$ cat config.mk
export PLATFORM = sky130hd
export DESIGN_NAME = afu_top
export DESIGN_NICKNAME = d
export VERILOG_FILES = /design/src/host_chan_pkg.sv /design/src/afu_csr_pkg.sv /design/src/host_chan_reg.sv /design/src/mmio_decode.sv /design/src/csr_file.sv /design/src/afu_top.sv
export VERILOG_INCLUDE_DIRS = /design/src /design/src/src
export SDC_FILE = /design/constraint.sdc
export NUM_CORES = 1
export LEC_CHECK = 0
export ABC_AREA = 1
export BUFFER_PORTS_ARGS = -buffer_cell sky130_fd_sc_hd__buf_2
export CAP_MARGIN = 20
export CORE_MARGIN = 3
export CORE_UTILIZATION = 45
export CTS_BUF_LIST = sky130_fd_sc_hd__clkbuf_8
export CTS_CLUSTER_DIAMETER = 30
export DETAILED_ROUTE_END_ITERATION = 12
export GPL_ROUTABILITY_DRIVEN = 0
export PLACE_DENSITY = 0.65
export SYNTH_ARGS = -nofsm -noshare
export SYNTH_HDL_FRONTEND = slang
export SYNTH_SLANG_ARGS = --single-unit
$ cat constraint.sdc
create_clock -name clk -period 2.9 [get_ports clk]
set_input_delay 0.435 -clock clk [delete_from_list [all_inputs] [get_ports clk]]
set_output_delay 0.435 -clock clk [all_outputs]
set_load 0.02 [all_outputs]
$ cat src/afu_cfg.svh
// ****************************************
// Build-time sizes and constants for the AFU MMIO block
// ****************************************
`ifndef AFU_CFG_SVH
`define AFU_CFG_SVH

// Register stages in each direction between host and AFU
`define AFU_REG_STAGES 2

// Width of MMIO read and write data
`define AFU_DATA_W 64

// Value returned by a read of the identifier CSR
`define AFU_ID 64'h5a3c_91e0_7d42_b18f

`endif

$ cat src/host_chan_pkg.sv
// ****************************************
// Host channel types shared by the register stage and the AFU
// ****************************************
`default_nettype none

`include "afu_cfg.svh"

package host_chan_pkg;

    // Host power-state level
    typedef logic [1:0] t_power_state;

    // MMIO transaction id, echoed back on the read response
    typedef logic [8:0] t_tid;

    // Memory response type codes
    localparam logic [3:0] RSP_TYPE_RD   = 4'h0;
    localparam logic [3:0] RSP_TYPE_WR   = 4'h1;
    localparam logic [3:0] RSP_TYPE_INTR = 4'h4;

    // MMIO request view of the channel-0 header
    typedef struct packed {
        logic [6:0]  spare;
        t_tid        tid;
        // Address in 4-byte units
        logic [15:0] address;
    } t_mmio_hdr;

    // Memory response view of the channel-0 header
    typedef struct packed {
        logic [11:0] spare;
        logic [15:0] mdata;
        logic [3:0]  resp_type;
    } t_rsp_hdr;

    // One header word, read through the view picked by the valid flag
    typedef union packed {
        t_mmio_hdr mmio;
        t_rsp_hdr  rsp;
    } t_c0_hdr;

    // Receive channel, host to AFU
    typedef struct packed {
        t_c0_hdr                 c0_hdr;
        logic [`AFU_DATA_W-1:0]  c0_data;
        logic                    mmio_rd_valid;
        logic                    mmio_wr_valid;
        logic                    rsp_valid;
    } t_host_rx;

    // Transmit channel 2, MMIO read responses to the host
    typedef struct packed {
        t_tid                    c2_tid;
        logic [`AFU_DATA_W-1:0]  c2_data;
        logic                    c2_valid;
    } t_host_tx;

endpackage

`default_nettype wire

$ cat src/afu_csr_pkg.sv
// ****************************************
// AFU register map and the decoded CSR request
// ****************************************
`default_nettype none

`include "afu_cfg.svh"

package afu_csr_pkg;

    // CSR addresses in 4-byte units, 64-bit registers on even slots
    typedef enum logic [15:0] {
        CSR_ID        = 16'h0000,
        CSR_SCRATCH0  = 16'h0002,
        CSR_SCRATCH1  = 16'h0004,
        CSR_STATUS    = 16'h0006,
        CSR_RSP_COUNT = 16'h0008
    } t_csr_addr;

    // Status register bit positions
    localparam int STATUS_ERR_BIT = 0;
    localparam int STATUS_PWR_LSB = 4;

    // Request from the decoder into the CSR file
    typedef struct packed {
        logic                    rd;
        logic                    wr;
        t_csr_addr               addr;
        host_chan_pkg::t_tid     tid;
        logic [`AFU_DATA_W-1:0]  wdata;
    } t_csr_req;

endpackage

`default_nettype wire

$ cat src/host_chan_reg.sv
// ****************************************
// Pipeline registers between host channel and AFU
// N_REG_STAGES of zero gives plain wires
// ****************************************
`timescale 1ns/1ns
`default_nettype none

module host_chan_reg
#(
    parameter int N_REG_STAGES = 1
)
(
    input  logic                        clk,

    // Host to AFU
    input  host_chan_pkg::t_host_rx     rx_in,
    output host_chan_pkg::t_host_rx     rx_out,

    // AFU to host
    input  host_chan_pkg::t_host_tx     tx_in,
    output host_chan_pkg::t_host_tx     tx_out,

    // Side levels, host to AFU
    input  logic                        reset_in,
    output logic                        reset_out,
    input  logic                        error_in,
    output logic                        error_out,
    input  host_chan_pkg::t_power_state power_in,
    output host_chan_pkg::t_power_state power_out
);

    import host_chan_pkg::*;

    genvar s;

    generate
        if (N_REG_STAGES == 0)
        begin : g_wires
            assign rx_out    = rx_in;
            assign tx_out    = tx_in;
            assign reset_out = reset_in;
            assign error_out = error_in;
            assign power_out = power_in;
        end
        else
        begin : g_stages
            // Reset chain powers up asserted
            // so the AFU side holds in reset until the host reset propagates
            logic [N_REG_STAGES-1:0] reset_q = '1;

            t_host_rx     rx_q    [N_REG_STAGES];
            t_host_tx     tx_q    [N_REG_STAGES];
            logic         error_q [N_REG_STAGES];
            t_power_state power_q [N_REG_STAGES];

            // First stage takes the inputs
            always_ff @(posedge clk)
            begin
                reset_q[0] <= reset_in;
                rx_q[0]    <= rx_in;
                tx_q[0]    <= tx_in;
                error_q[0] <= error_in;
                power_q[0] <= power_in;
            end

            // Remaining stages shift by one each cycle
            for (s = 1; s < N_REG_STAGES; s = s + 1)
            begin : g_shift
                always_ff @(posedge clk)
                begin
                    reset_q[s] <= reset_q[s-1];
                    rx_q[s]    <= rx_q[s-1];
                    tx_q[s]    <= tx_q[s-1];
                    error_q[s] <= error_q[s-1];
                    power_q[s] <= power_q[s-1];
                end
            end

            // Last stage drives the far side
            assign reset_out = reset_q[N_REG_STAGES-1];
            assign rx_out    = rx_q[N_REG_STAGES-1];
            assign tx_out    = tx_q[N_REG_STAGES-1];
            assign error_out = error_q[N_REG_STAGES-1];
            assign power_out = power_q[N_REG_STAGES-1];
        end
    endgenerate

endmodule

`default_nettype wire

$ cat src/mmio_decode.sv
// ****************************************
// Splits receive channel 0 into CSR requests and response events
// ****************************************
`timescale 1ns/1ns
`default_nettype none

module mmio_decode
(
    input  logic                    clk,
    input  logic                    reset,

    // Receive channel on the AFU side of the register stage
    input  host_chan_pkg::t_host_rx rx,

    // Decoded MMIO request one cycle after rx
    output afu_csr_pkg::t_csr_req   csr_req,

    // One pulse per memory read response
    output logic                    rsp_event
);

    import host_chan_pkg::*;
    import afu_csr_pkg::*;

    logic mmio_valid;
    logic rd_rsp;

    // Either MMIO flag selects the request view of the header
    assign mmio_valid = rx.mmio_rd_valid || rx.mmio_wr_valid;

    // Response view counts only read responses
    assign rd_rsp = rx.rsp_valid && (rx.c0_hdr.rsp.resp_type == RSP_TYPE_RD);

    always_ff @(posedge clk)
    begin
        // Payload follows the request
        if (mmio_valid)
        begin
            // Addresses off the map pass through and read as zero later
            csr_req.addr <= t_csr_addr'(rx.c0_hdr.mmio.address);
            csr_req.tid  <= rx.c0_hdr.mmio.tid;
        end

        // Write data only on writes
        if (rx.mmio_wr_valid)
        begin
            csr_req.wdata <= rx.c0_data;
        end

        // Strobes
        if (reset)
        begin
            csr_req.rd <= 1'b0;
            csr_req.wr <= 1'b0;
            rsp_event  <= 1'b0;
        end
        else
        begin
            csr_req.rd <= rx.mmio_rd_valid;
            csr_req.wr <= rx.mmio_wr_valid;
            rsp_event  <= rd_rsp;
        end
    end

endmodule

`default_nettype wire

$ cat src/csr_file.sv
// ****************************************
// AFU control and status registers
// Answers MMIO reads on transmit channel 2 one cycle after the request
// ****************************************
`timescale 1ns/1ns
`default_nettype none

`include "afu_cfg.svh"

module csr_file
(
    input  logic                        clk,
    input  logic                        reset,

    // Decoded MMIO request
    input  afu_csr_pkg::t_csr_req       csr_req,

    // Memory read response pulse
    input  logic                        rsp_event,

    // Host levels after the register stage
    input  logic                        error,
    input  host_chan_pkg::t_power_state power,

    // Read responses
    output host_chan_pkg::t_host_tx     tx
);

    import host_chan_pkg::*;
    import afu_csr_pkg::*;

    // Register state
    logic [`AFU_DATA_W-1:0] scratch0;
    logic [`AFU_DATA_W-1:0] scratch1;
    logic [`AFU_DATA_W-1:0] rsp_count;
    logic                   err_q;

    // Write-1 to status bit 0 clears the error
    logic                   err_clr;

    // Read mux output
    logic [`AFU_DATA_W-1:0] rd_data;
    logic [`AFU_DATA_W-1:0] status;

    assign err_clr = csr_req.wr && (csr_req.addr == CSR_STATUS) &&
                     csr_req.wdata[STATUS_ERR_BIT];

    // Status word: sticky error and power state
    always_comb
    begin
        status = '0;
        status[STATUS_ERR_BIT] = err_q;
        status[STATUS_PWR_LSB +: 2] = power;
    end

    // Read mux, unmapped addresses give zero
    always_comb
    begin
        case (csr_req.addr)
            CSR_ID:        rd_data = `AFU_ID;
            CSR_SCRATCH0:  rd_data = scratch0;
            CSR_SCRATCH1:  rd_data = scratch1;
            CSR_STATUS:    rd_data = status;
            CSR_RSP_COUNT: rd_data = rsp_count;
            default:       rd_data = '0;
        endcase
    end

    // Writable registers update at the request edge
    always_ff @(posedge clk)
    begin
        if (reset)
        begin
            scratch0 <= '0;
            scratch1 <= '0;
        end
        else if (csr_req.wr)
        begin
            // ID, status and count ignore data writes
            if (csr_req.addr == CSR_SCRATCH0)
                scratch0 <= csr_req.wdata;
            if (csr_req.addr == CSR_SCRATCH1)
                scratch1 <= csr_req.wdata;
        end
    end

    // Sticky error and response counter
    always_ff @(posedge clk)
    begin
        if (reset)
        begin
            err_q     <= 1'b0;
            rsp_count <= '0;
        end
        else
        begin
            // A live error level wins over a clear
            if (error)
                err_q <= 1'b1;
            else if (err_clr)
                err_q <= 1'b0;

            if (rsp_event)
                rsp_count <= rsp_count + 1'b1;
        end
    end

    // Registered read response
    always_ff @(posedge clk)
    begin
        tx.c2_tid  <= csr_req.tid;
        tx.c2_data <= rd_data;

        if (reset)
            tx.c2_valid <= 1'b0;
        else
            tx.c2_valid <= csr_req.rd;
    end

endmodule

`default_nettype wire

$ cat src/afu_top.sv
// ****************************************
// AFU MMIO top: host register stage, decoder and CSR file
// ****************************************
`timescale 1ns/1ns
`default_nettype none

`include "afu_cfg.svh"

module afu_top
(
    input  logic                        clk,

    // Host side
    input  logic                        host_reset,
    input  host_chan_pkg::t_host_rx     host_rx,
    input  logic                        host_error,
    input  host_chan_pkg::t_power_state host_power,
    output host_chan_pkg::t_host_tx     host_tx
);

    import host_chan_pkg::*;
    import afu_csr_pkg::*;

    // AFU side of the register stage
    t_host_rx     afu_rx;
    t_host_tx     afu_tx;
    logic         afu_reset;
    logic         afu_error;
    t_power_state afu_power;

    // Decoder to CSR file
    t_csr_req     csr_req;
    logic         rsp_event;

    // N stages each way, read latency 2N+2 overall
    host_chan_reg
    #(
        .N_REG_STAGES (`AFU_REG_STAGES)
    )
    u_chan_reg
    (
        .clk       (clk),
        .rx_in     (host_rx),
        .rx_out    (afu_rx),
        .tx_in     (afu_tx),
        .tx_out    (host_tx),
        .reset_in  (host_reset),
        .reset_out (afu_reset),
        .error_in  (host_error),
        .error_out (afu_error),
        .power_in  (host_power),
        .power_out (afu_power)
    );

    mmio_decode u_decode
    (
        .clk       (clk),
        .reset     (afu_reset),
        .rx        (afu_rx),
        .csr_req   (csr_req),
        .rsp_event (rsp_event)
    );

    csr_file u_csr
    (
        .clk       (clk),
        .reset     (afu_reset),
        .csr_req   (csr_req),
        .rsp_event (rsp_event),
        .error     (afu_error),
        .power     (afu_power),
        .tx        (afu_tx)
    );

endmodule

`default_nettype wire

==> results.toml <==
[route]
drtIter0Drc = 1057
vias_per_cell = 4.72
num_vias = 14600
wl_um = 46900
wl_per_cell_um = 15.2
drc = 0
drtPass1Iterations = 5
final_antenna_net_count = 0

[synthesis]
synthFlopType = "dfxtp_1"
synth_cell_types = 37
ys_seq_elements = 699
synth_area_per_cell_um2 = 10.2
postSynthCellCount = 2119
syn_nets = 2224
yosysWarnings = 0
synth_edf_count = 89
synth_async_sr_flop_share = 0
seq_area_frac_synth = 0.691
mappedNetlistArea_mm2 = 0.0215

[floorplanning]
num_rows = 79
dieArea_mm2 = 0.0505
core_mm2 = 0.0470
start_util = 0.459
die_x_um = 225
fp.dieH_um = 225
io_pins = 178

[layout]
drive_gt1_frac = 0.178
syn_to_final_growth_pct = 21.2
nNetsFinal = 2491
fin_cells = 3094
n_fill_cell = 3885

[power]
power.share.clock = 0.476
p_int_mw = 15.9
ir_drop_v = 0.000485
p_sw_mw = 4.19
p_leak_nw = 10.2
switching_share = 0.208
powerDensity_mw_per_mm2 = 770
p_comb_frac = 0.016
pwr-share-seq = 0.508

[sta]
finalHoldViolations = 0
clock.fmax_ghz = 0.402
finalCritPeriodShare = 0.859
drv_slew = 0
grt_setup_unrepaired = "false"
skew_ns = 0.0333
worstMarginPinSlew_ns = 0.889
fin_crit_ns = 2.49
setup_violations = 0
finalWorstSetupSlack_ns = 0.409
max_slew_margin = 0.404
setup-tns-final_ns = 0

[clocking]
clock_path_buffers = 3
clkLatencyLatePin_ns = 0.70
htreeDepth = 3
root_buffer = "clkbuf_8"
clock_sinks = 699
cts_tree = "built"
cts.clk_slew.worst_paths_ns = 0.07
cts_resized = 0
cts_buffers = 120

[setup_path]
arrival_ns = 3.09
end_kind = "flop"
r2r-start = "u_decode.csr_req[76]"
r2r_cells = 10
crit_type = "reg -> reg"
regToRegEndpoint = "u_csr.scratch0[4]"
r2r_setup_slack_ns = 0.41
startpoint_type = "flop"
crit_fanout = 34
required_ns = 3.50

[worst_hold_path]
hold_path.class = "reg -> reg"
min_to = "u_chan_reg.g_stages.tx_q[0][29]"
hp-start = "u_csr.tx[29]"
min_delay_path_depth = 0

[place]
dp_slack_ns = 0.455
hpwl_um = 30500
dp_cells = 2775
place.port_buffers = 170

[job]
max_cap_viol_count = 0

[global_route]
first_global_vias = 14500
grt_max_degree = 74
gr-usage-met1 = 0.238
antenna_found_initial = 1
grt_util_met3 = 0.0356
grt-ovfl-total = 0
grt_use_met2 = 0.311
grt_pass1_wl_um = 74500
grt.busiest_layer = "met2"
track_usage = 0.186

[status]
status = "finished clean"
-- per-layer routing --
layer  vias to the layer above  share of wire
met4                         0          0.025
met2                       438           0.48
met1                      6787           0.44
li1                       7300              -
met5                         -              0
met3                        83          0.056
-- cells in the mapped netlist (3+ instances only) --
| cell type | number | area [µm²] |
|---|---|---|
| nand2_1 | 532 | 2000 |
| nand3_2 | 3 | 30.0 |
| buf_6 | 15 | 169 |
| a21oi_1 | 172 | 861 |
| o2111ai_1 | 29 | 254 |
| nor2_1 | 171 | 642 |
| inv_2 | 11 | 41.3 |
| buf_2 | 14 | 70.1 |
| dfxtp_1 | 610 | 12200 |
| nor2_4 | 3 | 33.8 |
| o221ai_1 | 11 | 96.3 |
| nor2_2 | 25 | 156 |
| nand2_2 | 7 | 43.8 |
| a31oi_1 | 3 | 18.8 |
| xor2_1 | 4 | 35.0 |
| clkbuf_1 | 33 | 124 |
| o21ai_0 | 53 | 265 |
| nor3_1 | 22 | 110 |
| edfxtp_1 | 89 | 2670 |
| o211ai_1 | 3 | 22.5 |
| nand4_1 | 19 | 119 |
| inv_1 | 144 | 541 |
| buf_4 | 81 | 608 |
| nand3_1 | 47 | 235 |
-- stage by stage --
step / utilization / instance area, µm² / hold WS, ns / power [mW]
final: 0.556 / 26100 / 0.312 / 20.1
after detailed placement: 0.478 / 22400 / 0.312 / 10.7
after global routing: 0.556 / 26100 / 0.321 / 20.8
after CTS: 0.556 / 26100 / 0.302 / 20.3
after floorplan: - / 21500 / 0.310 / 10.5
after global placement: 0.478 / 22400 / 0.310 / 10.6
-- power groups by stage --
stage / registers [mW] / clock network (mW) / logic (mW)
2_1_floorplan: 10.4 / 0 / 0.123
3_3_place_gp: 10.4 / 0 / 0.222
3_5_place_dp: 10.4 / 0 / 0.228
4_1_cts: 10.2 / 9.77 / 0.327
5_1_grt: 10.2 / 10.3 / 0.360
6_report: 10.2 / 9.56 / 0.328
-- worst max-delay path, stage by stage, from the launching register on --
cell	delay (ns)
edfxtp_1	0.42
inv_1	0.07
nand2_1	0.09
nor2_2	0.20
inv_2	0.05
nor2_2	0.11
nand3_2	0.32
buf_12	0.31
inv_2	0.49
nand2_1	0.12
a21oi_1	0.16
-- logic make-up after synthesis --
group / after synthesis / share of synthesized area
adder cells (fa/ha/maj): 1 / 0.000581
AO/OA/AOI/OAI: 274 / 0.0715
AND/OR/NAND/NOR: 838 / 0.162
buffers and inverters: 302 / 0.0728
flip-flops: 699 / 0.691
XOR/XNOR: 5 / 0.00203
-- registers in the layout, summed over array words and instances (netlist names) --
register,cells
u_chan_reg.g_stages.rx_q,184
u_chan_reg.g_stages.tx_q,148
u_decode.csr_req,91
u_csr.tx,74
u_csr.rsp_count,64
u_csr.scratch0,64
u_csr.scratch1,64
u_chan_reg.g_stages.power_q,4
u_chan_reg.g_stages.error_q,2
u_chan_reg.g_stages.reset_q,1
u_chan_reg.reset_out,1
u_csr.err_q,1
u_decode.rsp_event,1
-- area by class of cell --
type,instances,area [µm²],area share
diodes,1,2.50,0.0000959
clock buffers,138,1900,0.0728
clock inverters,84,810,0.0310
inverters,157,591,0.0226
multi-input cells,1118,5090,0.195
flip-flops and latches,699,14900,0.570
well taps,607,759,0.0291
repair buffers,290,2070,0.0792
-- cell usage in the layout (no fill, tap or decap), types with 6 or more instances in the layout --
| master | count |
|---|---|
| dfxtp_1 | 608 |
| o221ai_1 | 11 |
| buf_12 | 6 |
| a21oi_1 | 172 |
| nor2_1 | 171 |
| clkinv_4 | 11 |
| nand2_1 | 532 |
| o2111ai_1 | 29 |
| inv_1 | 173 |
| clkinvlp_4 | 13 |
| inv_2 | 11 |
| nor3_1 | 22 |
| dlygate4sd3_1 | 96 |
| edfxtp_1 | 89 |
| clkinv_2 | 13 |
| nand4_1 | 19 |
| nand3_1 | 47 |
| nor2_2 | 25 |
| clkbuf_8 | 138 |
| nand2_2 | 7 |
| o21ai_0 | 53 |
| buf_4 | 18 |
| buf_2 | 170 |
| bufinv_16 | 14 |
-- worst max path at each step --
stage	start	to	slack (ns)
2_1_floorplan	u_chan_reg.g_stages.rx_q[0][100]	u_decode.csr_req[64]	0.03
3_3_place_gp	u_decode.csr_req[73]	u_csr.scratch0[18]	0.53
3_5_place_dp	u_decode.csr_req[77]	u_csr.scratch0[18]	0.46
4_1_cts	u_decode.csr_req[76]	u_csr.scratch0[4]	0.43
5_1_grt	u_decode.csr_req[76]	u_csr.scratch0[4]	0.22
6_report	u_decode.csr_req[76]	u_csr.scratch0[4]	0.41
-- repair_timing --
action / CTS / global route
hold endpoints to repair: 96 / 0
buffers inserted: 0 / 0
hold buffers: 96 / 0
Note: power is estimated with default switching activity, not from simulation.
